--- src/tanh_defines.svh ---
// Tanh activation stage parameters
// Q4.12 element format, vector length width and divider width

`ifndef TANH_DEFINES_SVH
`define TANH_DEFINES_SVH

// Element word, signed Q4.12
`define TANH_DATA_SIZE 16
`define TANH_FRAC_BITS 12

// Vector length field, 1 to 255 elements
`define TANH_SIZE_BITS 8

// Fixed-point constants
`define TANH_ONE       4096
`define TANH_SAT_LIMIT 12288

// Unsigned operand width inside the divider
`define TANH_DIV_BITS  32

`endif

--- src/tanh_pkg.sv ---
// Shared types for the tanh activation stage
// Element streams plus scalar and divider request/response pairs

`include "tanh_defines.svh"

package tanh_pkg;

  // Signed Q4.12 word
  typedef logic signed [`TANH_DATA_SIZE-1:0] fixp_t;

  // Element stream, one word with its strobe
  typedef struct packed {
    logic  valid;
    fixp_t data;
  } elem_stream_t;

  // Vector controller to scalar unit
  typedef struct packed {
    logic  start;
    fixp_t operand;
  } scalar_req_t;

  typedef struct packed {
    logic  ready;
    fixp_t result;
  } scalar_rsp_t;

  // Scalar unit to divider, unsigned operands
  typedef struct packed {
    logic                      start;
    logic [`TANH_DIV_BITS-1:0] dividend;
    logic [`TANH_DIV_BITS-1:0] divisor;
  } div_req_t;

  typedef struct packed {
    logic                      ready;
    logic [`TANH_DIV_BITS-1:0] quotient;
  } div_rsp_t;

endpackage

--- src/fixed_point_divider.sv ---
// Iterative restoring divider for unsigned operands
// Produces one quotient bit per cycle and pulses ready with the
// truncated quotient, TANH_DIV_BITS + 1 cycles after start

`timescale 1ns/1ps
`include "tanh_defines.svh"

module fixed_point_divider
  import tanh_pkg::*;
(
  input  logic     CLK,
  input  logic     RST,
  input  div_req_t req,
  output div_rsp_t rsp
);

  localparam int W     = `TANH_DIV_BITS;
  localparam int CNT_W = $clog2(W + 1);

  // Control
  logic             busy_q;
  logic             ready_q;
  logic [CNT_W-1:0] count_q;

  // Datapath
  logic [W-1:0] rem_q;
  logic [W-1:0] quot_q;
  logic [W-1:0] divisor_q;
  logic [W:0]   rem_shift;
  logic [W:0]   rem_diff;
  logic         take;

  ////////////////////////////////////////////////////////////
  // One restoring step
  ////////////////////////////////////////////////////////////

  always_comb begin
    // Bring down the next dividend bit
    rem_shift = {rem_q, quot_q[W-1]};
    rem_diff  = rem_shift - {1'b0, divisor_q};
    // Subtract only if it does not go negative
    take      = (rem_shift >= {1'b0, divisor_q});
  end

  ////////////////////////////////////////////////////////////
  // Sequencing
  ////////////////////////////////////////////////////////////

  always_ff @(posedge CLK or posedge RST) begin
    if (RST) begin
      busy_q  <= 1'b0;
      ready_q <= 1'b0;
      count_q <= '0;
    end else begin
      ready_q <= 1'b0;
      if (!busy_q) begin
        if (req.start) begin
          busy_q  <= 1'b1;
          count_q <= CNT_W'(W);
        end
      end else begin
        count_q <= count_q - 1'b1;
        // Last bit lands on this edge
        if (count_q == CNT_W'(1)) begin
          busy_q  <= 1'b0;
          ready_q <= 1'b1;
        end
      end
    end
  end

  // Remainder and quotient shift together, dividend bits leave from the top
  always_ff @(posedge CLK) begin
    if (!busy_q && req.start) begin
      rem_q     <= '0;
      quot_q    <= req.dividend;
      divisor_q <= req.divisor;
    end else if (busy_q) begin
      rem_q  <= take ? rem_diff[W-1:0] : rem_shift[W-1:0];
      quot_q <= {quot_q[W-2:0], take};
    end
  end

  assign rsp = '{ready: ready_q, quotient: quot_q};

endmodule

--- src/scalar_tanh.sv ---
// Multi-cycle scalar tanh on one Q4.12 word
// Rational form x(27 + x^2) / (27 + 9x^2) below |x| = 3.0,
// saturation to +/-1.0 at or above it

`timescale 1ns/1ps
`include "tanh_defines.svh"

module scalar_tanh
  import tanh_pkg::*;
(
  input  logic        CLK,
  input  logic        RST,
  input  scalar_req_t req,
  output scalar_rsp_t rsp
);

  localparam int D = `TANH_DATA_SIZE;
  localparam int W = `TANH_DIV_BITS;
  localparam int F = `TANH_FRAC_BITS;

  // 27.0 in Q.12
  localparam logic [W-1:0] C27    = W'(27 << F);
  localparam logic [D-1:0] SAT    = D'(`TANH_SAT_LIMIT);
  localparam fixp_t        ONE_P  = fixp_t'(`TANH_ONE);
  localparam fixp_t        ONE_N  = fixp_t'(-`TANH_ONE);

  typedef enum logic [2:0] {
    ST_IDLE,
    ST_CHECK,
    ST_NUMDEN,
    ST_SHIFT,
    ST_DIV
  } state_t;

  state_t         state_q;
  logic           ready_q;
  logic           div_start_q;

  // Payload
  logic [D-1:0]   mag_in;
  logic [D-1:0]   mag_q;
  logic           neg_q;
  logic [W-1:0]   sq_q;
  logic [W-1:0]   num_q;
  logic [W-1:0]   den_q;
  logic [W-1:0]   dividend_q;
  logic [D-1:0]   quot16;
  fixp_t          result_q;

  div_req_t       div_req;
  div_rsp_t       div_rsp;

  // Magnitude, -32768 maps to 32768 unsigned
  assign mag_in = req.operand[D-1] ? D'(-req.operand) : D'(req.operand);
  // Quotient stays below 2^16 for |x| < 3.0
  assign quot16 = div_rsp.quotient[D-1:0];

  ////////////////////////////////////////////////////////////
  // Control FSM
  ////////////////////////////////////////////////////////////

  always_ff @(posedge CLK or posedge RST) begin
    if (RST) begin
      state_q     <= ST_IDLE;
      ready_q     <= 1'b0;
      div_start_q <= 1'b0;
    end else begin
      ready_q     <= 1'b0;
      div_start_q <= 1'b0;
      case (state_q)
        ST_IDLE:   if (req.start) state_q <= ST_CHECK;
        ST_CHECK: begin
          if (mag_q >= SAT) begin
            ready_q <= 1'b1;
            state_q <= ST_IDLE;
          end else begin
            state_q <= ST_NUMDEN;
          end
        end
        ST_NUMDEN: state_q <= ST_SHIFT;
        ST_SHIFT: begin
          div_start_q <= 1'b1;
          state_q     <= ST_DIV;
        end
        ST_DIV: begin
          if (div_rsp.ready) begin
            ready_q <= 1'b1;
            state_q <= ST_IDLE;
          end
        end
        default:   state_q <= ST_IDLE;
      endcase
    end
  end

  ////////////////////////////////////////////////////////////
  // Arithmetic, products truncated back to Q.12
  ////////////////////////////////////////////////////////////

  always_ff @(posedge CLK) begin
    case (state_q)
      ST_IDLE: begin
        if (req.start) begin
          mag_q <= mag_in;
          neg_q <= req.operand[D-1];
        end
      end
      ST_CHECK: begin
        if (mag_q >= SAT) result_q <= neg_q ? ONE_N : ONE_P;
        // s = m*m
        sq_q <= (W'(mag_q) * W'(mag_q)) >> F;
      end
      ST_NUMDEN: begin
        num_q <= (W'(mag_q) * (C27 + sq_q)) >> F;
        // 9 is an integer factor, no rescale
        den_q <= C27 + W'(9) * sq_q;
      end
      // Pre-scale so the quotient comes out in Q.12
      ST_SHIFT: dividend_q <= num_q << F;
      ST_DIV: begin
        if (div_rsp.ready) result_q <= neg_q ? fixp_t'(-quot16) : fixp_t'(quot16);
      end
      default: ;
    endcase
  end

  // den >= 27.0, never zero
  assign div_req = '{start: div_start_q, dividend: dividend_q, divisor: den_q};

  fixed_point_divider u_divider (
    .CLK(CLK),
    .RST(RST),
    .req(div_req),
    .rsp(div_rsp)
  );

  assign rsp = '{ready: ready_q, result: result_q};

endmodule

--- src/vector_tanh.sv ---
// Vector controller for the tanh stage
// Accepts one element at a time, runs it through the scalar unit and
// emits each result, with done on the last one

`timescale 1ns/1ps
`include "tanh_defines.svh"

module vector_tanh
  import tanh_pkg::*;
(
  input  logic                       CLK,
  input  logic                       RST,
  input  logic                       start,
  input  logic [`TANH_SIZE_BITS-1:0] size_in,
  input  elem_stream_t               in_elem,
  output logic                       in_ready,
  output elem_stream_t               out_elem,
  output logic                       done
);

  localparam int S = `TANH_SIZE_BITS;

  typedef enum logic [1:0] {
    ST_IDLE,
    ST_INPUT,
    ST_WAIT
  } state_t;

  state_t      state_q;
  logic [S-1:0] size_q;
  logic [S-1:0] index_q;
  logic        in_ready_q;
  logic        out_valid_q;
  logic        done_q;
  logic        scl_start_q;

  // Payload
  fixp_t       operand_q;
  fixp_t       out_data_q;

  scalar_req_t scl_req;
  scalar_rsp_t scl_rsp;
  logic        accept;
  logic        last;

  // Element handshake
  assign accept = (state_q == ST_INPUT) && in_ready_q && in_elem.valid;
  assign last   = (index_q == size_q - 1'b1);

  ////////////////////////////////////////////////////////////
  // Control FSM
  ////////////////////////////////////////////////////////////

  always_ff @(posedge CLK or posedge RST) begin
    if (RST) begin
      state_q     <= ST_IDLE;
      size_q      <= '0;
      index_q     <= '0;
      in_ready_q  <= 1'b0;
      out_valid_q <= 1'b0;
      done_q      <= 1'b0;
      scl_start_q <= 1'b0;
    end else begin
      // Strobes default low
      out_valid_q <= 1'b0;
      done_q      <= 1'b0;
      scl_start_q <= 1'b0;
      case (state_q)
        ST_IDLE: begin
          // Start only seen here, so a busy start is dropped
          if (start) begin
            size_q     <= size_in;
            index_q    <= '0;
            in_ready_q <= 1'b1;
            state_q    <= ST_INPUT;
          end
        end
        ST_INPUT: begin
          // Re-entry after a result, ready rises one cycle later
          if (!in_ready_q) begin
            in_ready_q <= 1'b1;
          end else if (accept) begin
            in_ready_q  <= 1'b0;
            scl_start_q <= 1'b1;
            state_q     <= ST_WAIT;
          end
        end
        ST_WAIT: begin
          if (scl_rsp.ready) begin
            out_valid_q <= 1'b1;
            if (last) begin
              done_q  <= 1'b1;
              state_q <= ST_IDLE;
            end else begin
              index_q <= index_q + 1'b1;
              state_q <= ST_INPUT;
            end
          end
        end
        default: state_q <= ST_IDLE;
      endcase
    end
  end

  // Operand held until the scalar unit answers
  always_ff @(posedge CLK) begin
    if (accept) operand_q <= in_elem.data;
    if ((state_q == ST_WAIT) && scl_rsp.ready) out_data_q <= scl_rsp.result;
  end

  assign scl_req = '{start: scl_start_q, operand: operand_q};

  scalar_tanh u_scalar (
    .CLK(CLK),
    .RST(RST),
    .req(scl_req),
    .rsp(scl_rsp)
  );

  assign in_ready = in_ready_q;
  assign out_elem = '{valid: out_valid_q, data: out_data_q};
  assign done     = done_q;

endmodule

--- src/ntm_tanh_top.sv ---
// Top level of the tanh activation stage
// Exposes the vector start, element and result streams

`timescale 1ns/1ps
`include "tanh_defines.svh"

module ntm_tanh_top
  import tanh_pkg::*;
(
  // Global
  input  logic                       CLK,
  input  logic                       RST,

  // Vector control
  input  logic                       start,
  input  logic [`TANH_SIZE_BITS-1:0] size_in,

  // Element input, transfers on valid and in_ready
  input  elem_stream_t               in_elem,
  output logic                       in_ready,

  // Results, no back-pressure
  output elem_stream_t               out_elem,
  output logic                       done
);

  ////////////////////////////////////////////////////////////
  // Vector controller
  ////////////////////////////////////////////////////////////

  vector_tanh u_vector (
    .CLK     (CLK),
    .RST     (RST),
    .start   (start),
    .size_in (size_in),
    .in_elem (in_elem),
    .in_ready(in_ready),
    .out_elem(out_elem),
    .done    (done)
  );

endmodule

--- config.mk ---
export PLATFORM = sky130hd
export DESIGN_NAME = ntm_tanh_top
export DESIGN_NICKNAME = d
export VERILOG_FILES = /design/src/tanh_pkg.sv /design/src/fixed_point_divider.sv /design/src/scalar_tanh.sv /design/src/vector_tanh.sv /design/src/ntm_tanh_top.sv
export VERILOG_INCLUDE_DIRS = /design/src /design/src/src
export SDC_FILE = /design/constraint.sdc
export NUM_CORES = 2
export LEC_CHECK = 0
export ABC_CLOCK_PERIOD_IN_PS = 19200
export BUFFER_PORTS_ARGS = -buffer_cell sky130_fd_sc_hd__buf_2
export CAP_MARGIN = 20
export CORE_MARGIN = 1
export CORE_UTILIZATION = 60
export DETAILED_ROUTE_END_ITERATION = 16
export GPL_ROUTABILITY_DRIVEN = 1
export HOLD_SLACK_MARGIN = 0.15
export PLACE_DENSITY = 0.74
export SLEW_MARGIN = 30
export SYNTH_ARGS = -nofsm -noshare
export SYNTH_HDL_FRONTEND = slang
export SYNTH_SLANG_ARGS = --single-unit
export TNS_END_PERCENT = 50
--- constraint.sdc ---
create_clock -name CLK -period 19.2 [get_ports CLK]
set_clock_uncertainty 0.1 [all_clocks]
set_input_delay 3.84 -clock CLK [delete_from_list [all_inputs] [get_ports CLK]]
set_output_delay 3.84 -clock CLK [all_outputs]
set_load 0.005 [all_outputs]
==> metrics.csv <==
stage,metric,value,unit
sta,tns,0,ns
sta,relSlewSlack,31.4,%
die,die_w,224,um
clocking,cts-resized-gates,0,
sta,worst_hold_slack,0.299,ns
finish,nFillCells,3744,
drt,drt-initial-drc-count,1285,
run,cap_violations,0,
setup_path,path_common_cell,fa_1,
die,fp.coreArea,48100,um^2
drt,ant_nets,0,
clocking,clk_pin_slew,0.06,ns
global_route,grt_usage,26.7,%
synth,synth-seq-area-share,26.0,%
global_route,grt.busiest_layer,met2,
global_route,use_met2,47.7,%
setup_path,crit_path_max_fanout,15,
global_route,antenna_found_initial,0,
global_route,grt_use_met3,3.87,%
clocking,cts_tree,done,
placement,dp.cells,3575,
clocking,clk_path_buf_depth,3,
finish,antenna_cells,0,
synth,synth_ff_type,edfxtp_1,
sta,fin_crit_sh,40.1,%
die,dieArea,50100,um^2
die,pin_count,47,
drt,firstDrtPassIters,5,
synth,synthDistinctLibCells,72,
sta,rsz0062_at_grt,no,
drt,num_vias,20152,
synth,syn-num-nets,3654,
setup_path,critical_path_class,reg2reg,
die,rows,80,
sta,slew_viol_final,0,
global_route,grt_overflow_total,0,
setup_path,slowest_delay,0.54,ns
clocking,cts_inserted_buffers,28,
finish,final_cells,3627,
global_route,grt_max_degree,57,
global_route,met1_usage,32.0,%
drt,wl_per_cell,17.5,um
sta,setup_violations,0,
finish,final_cell_mix,"607 x inv_1, 425 x fa_1, 336 x nand2_1",
synth,synth_edf_count,205,
status,status,"complete, no violations",
sta,max_freq,0.130,GHz
clocking,cts_root_buffer,clkbuf_16,
sta,period_minus_slack,7.70,ns
clocking,clk_latency,0.58,ns
setup_path,crit_path_start_kind,flop,
finish,multiInputGateArea,19200,um^2
drt,wirelength,63400,um
sta,hold_viol,0,
setup_path,worstSetupEndpointType,flop,
drt,vias_per_cell,5.56,
clocking,hold_buffers,0,
global_route,grt_pass1_wl,107000,um
synth,syn-cell-area,29500,um^2
setup_path,cp_slowest_cell,fa_1,
synth,netlist_instances,2948,
sta,tightest_slew,1.02,ns
synth,yosys_warnings,0,
placement,place_ws,11.50,ns
drt,drc_errors,0,
setup_path,worst_ep_required_time,19.43,ns
finish,final_common_cell,inv_1,
placement,hpwl,48600,um
placement,io_buffers,46,
clocking,post_cts_buffers,0,
placement,gp_congestion,0.911,
synth,syn_avg_cell_area,10.0,um^2
finish,area_growth,6.36,%
finish,nets,3655,
finish,register_area,7670,um^2
die,fp.dieH,224,um
die,start_util,61.3,%
global_route,grt_pass1_vias,21856,
finish,drive_gt1_share,6.23,%
sta,fin_ws,11.50,ns
synth,ys_seq_elements,272,
clocking,cts.sinks,272,
synth,async_reset_ff_share,12.9,%
worst_hold_path,hold_class,reg2reg,
clocking,h-tree-depth,1,
setup_path,arrival,7.93,ns
[per-stage QoR]
step / util [%] / instance area (um^2)
after floorplan: - / 29500
after global placement: 63.2 / 30400
after detailed placement: 63.2 / 30400
after CTS: 65.2 / 31400
after global routing: 65.2 / 31400
final: 65.2 / 31400
[final timing paths]
check                                           startpoint                                  endpoint  slack, ns  cells past startpoint
worst min-delay path            u_vector.u_scalar.den_q[4]  u_vector.u_scalar.u_divider.divisor_q[4]       0.30                      0
worst max-delay path            u_vector.u_scalar.sq_q[12]               u_vector.u_scalar.num_q[16]      11.50                     26
max in group asynchronous                              RST              u_vector.u_scalar.state_q[1]      15.40                      3
worst max register to register  u_vector.u_scalar.sq_q[12]               u_vector.u_scalar.num_q[16]      11.50                     26
min in group asynchronous                              RST                        u_vector.size_q[0]       3.27                      3
worst min register to register  u_vector.u_scalar.den_q[4]  u_vector.u_scalar.u_divider.divisor_q[4]       0.30                      0
[sequential cells by signal (all words and copies together) (netlist names), 16 cells and up]
| signal | flops |
|---|---|
| u_vector.operand_q | 16 |
| u_vector.out_data_q | 16 |
| u_vector.u_scalar.den_q | 24 |
| u_vector.u_scalar.dividend_q | 20 |
| u_vector.u_scalar.mag_q | 16 |
| u_vector.u_scalar.num_q | 20 |
| u_vector.u_scalar.result_q | 16 |
| u_vector.u_scalar.sq_q | 20 |
| u_vector.u_scalar.u_divider.divisor_q | 24 |
| u_vector.u_scalar.u_divider.quot_q | 32 |
| u_vector.u_scalar.u_divider.rem_q | 32 |
[layer usage]
layer | vias up | wire length (um)
met4 | 0 | 3050
met1 | 10037 | 24800
met5 | - | 0
met2 | 663 | 31800
met3 | 192 | 3790
li1 | 9260 | -
[cells in the mapped netlist, types with 35 or more instances]
| cell type | count | area share [%] |
|---|---|---|
| nor2_1 | 118 | 1.5 |
| o21ai_0 | 73 | 1.2 |
| a21oi_1 | 75 | 1.3 |
| inv_1 | 609 | 7.7 |
| and2_1 | 177 | 3.7 |
| nand2_1 | 337 | 4.3 |
| edfxtp_1 | 205 | 21 |
| dfrtp_1 | 35 | 3.0 |
| xor2_1 | 53 | 1.6 |
| xnor2_1 | 87 | 2.6 |
| clkbuf_1 | 101 | 1.3 |
| ha_1 | 253 | 11 |
| fa_1 | 425 | 29 |
[critical path, delay by kind of cell (launching register included)]
kind,cells,cell delay (ns)
xor gates and xnor gates,2,0.27
adders and majority gates,8,3.66
and+or+nand+nor,5,0.71
DFF,1,0.49
buffers and inverters,5,0.88
AOI/OAI and AO/OA,6,1.35
[kinds of logic (layout without fill, tap and decap cells)]
group / Yosys count / count (layout) / synth area share (%)
compound gates: 292 / 292 / 6.51
fa+ha+maj: 678 / 678 / 39.5
buf+inv: 720 / 743 / 9.21
xor+xnor: 140 / 140 / 4.15
flops: 272 / 272 / 26.0
simple gates: 807 / 807 / 13.2
mux: 39 / 39 / 1.43
[final cells by class]
class	count	area share, %
clock buffer	31	2.27
timing repair buffer	79	1.52
tap	656	2.61
multi-input combinational	1956	61.1
inverter	612	7.31
sequential	272	24.4
clock inverter	21	0.812
Power is not shown: default switching activity piles up to over one toggle a cycle in this logic, so the estimate is an artifact.
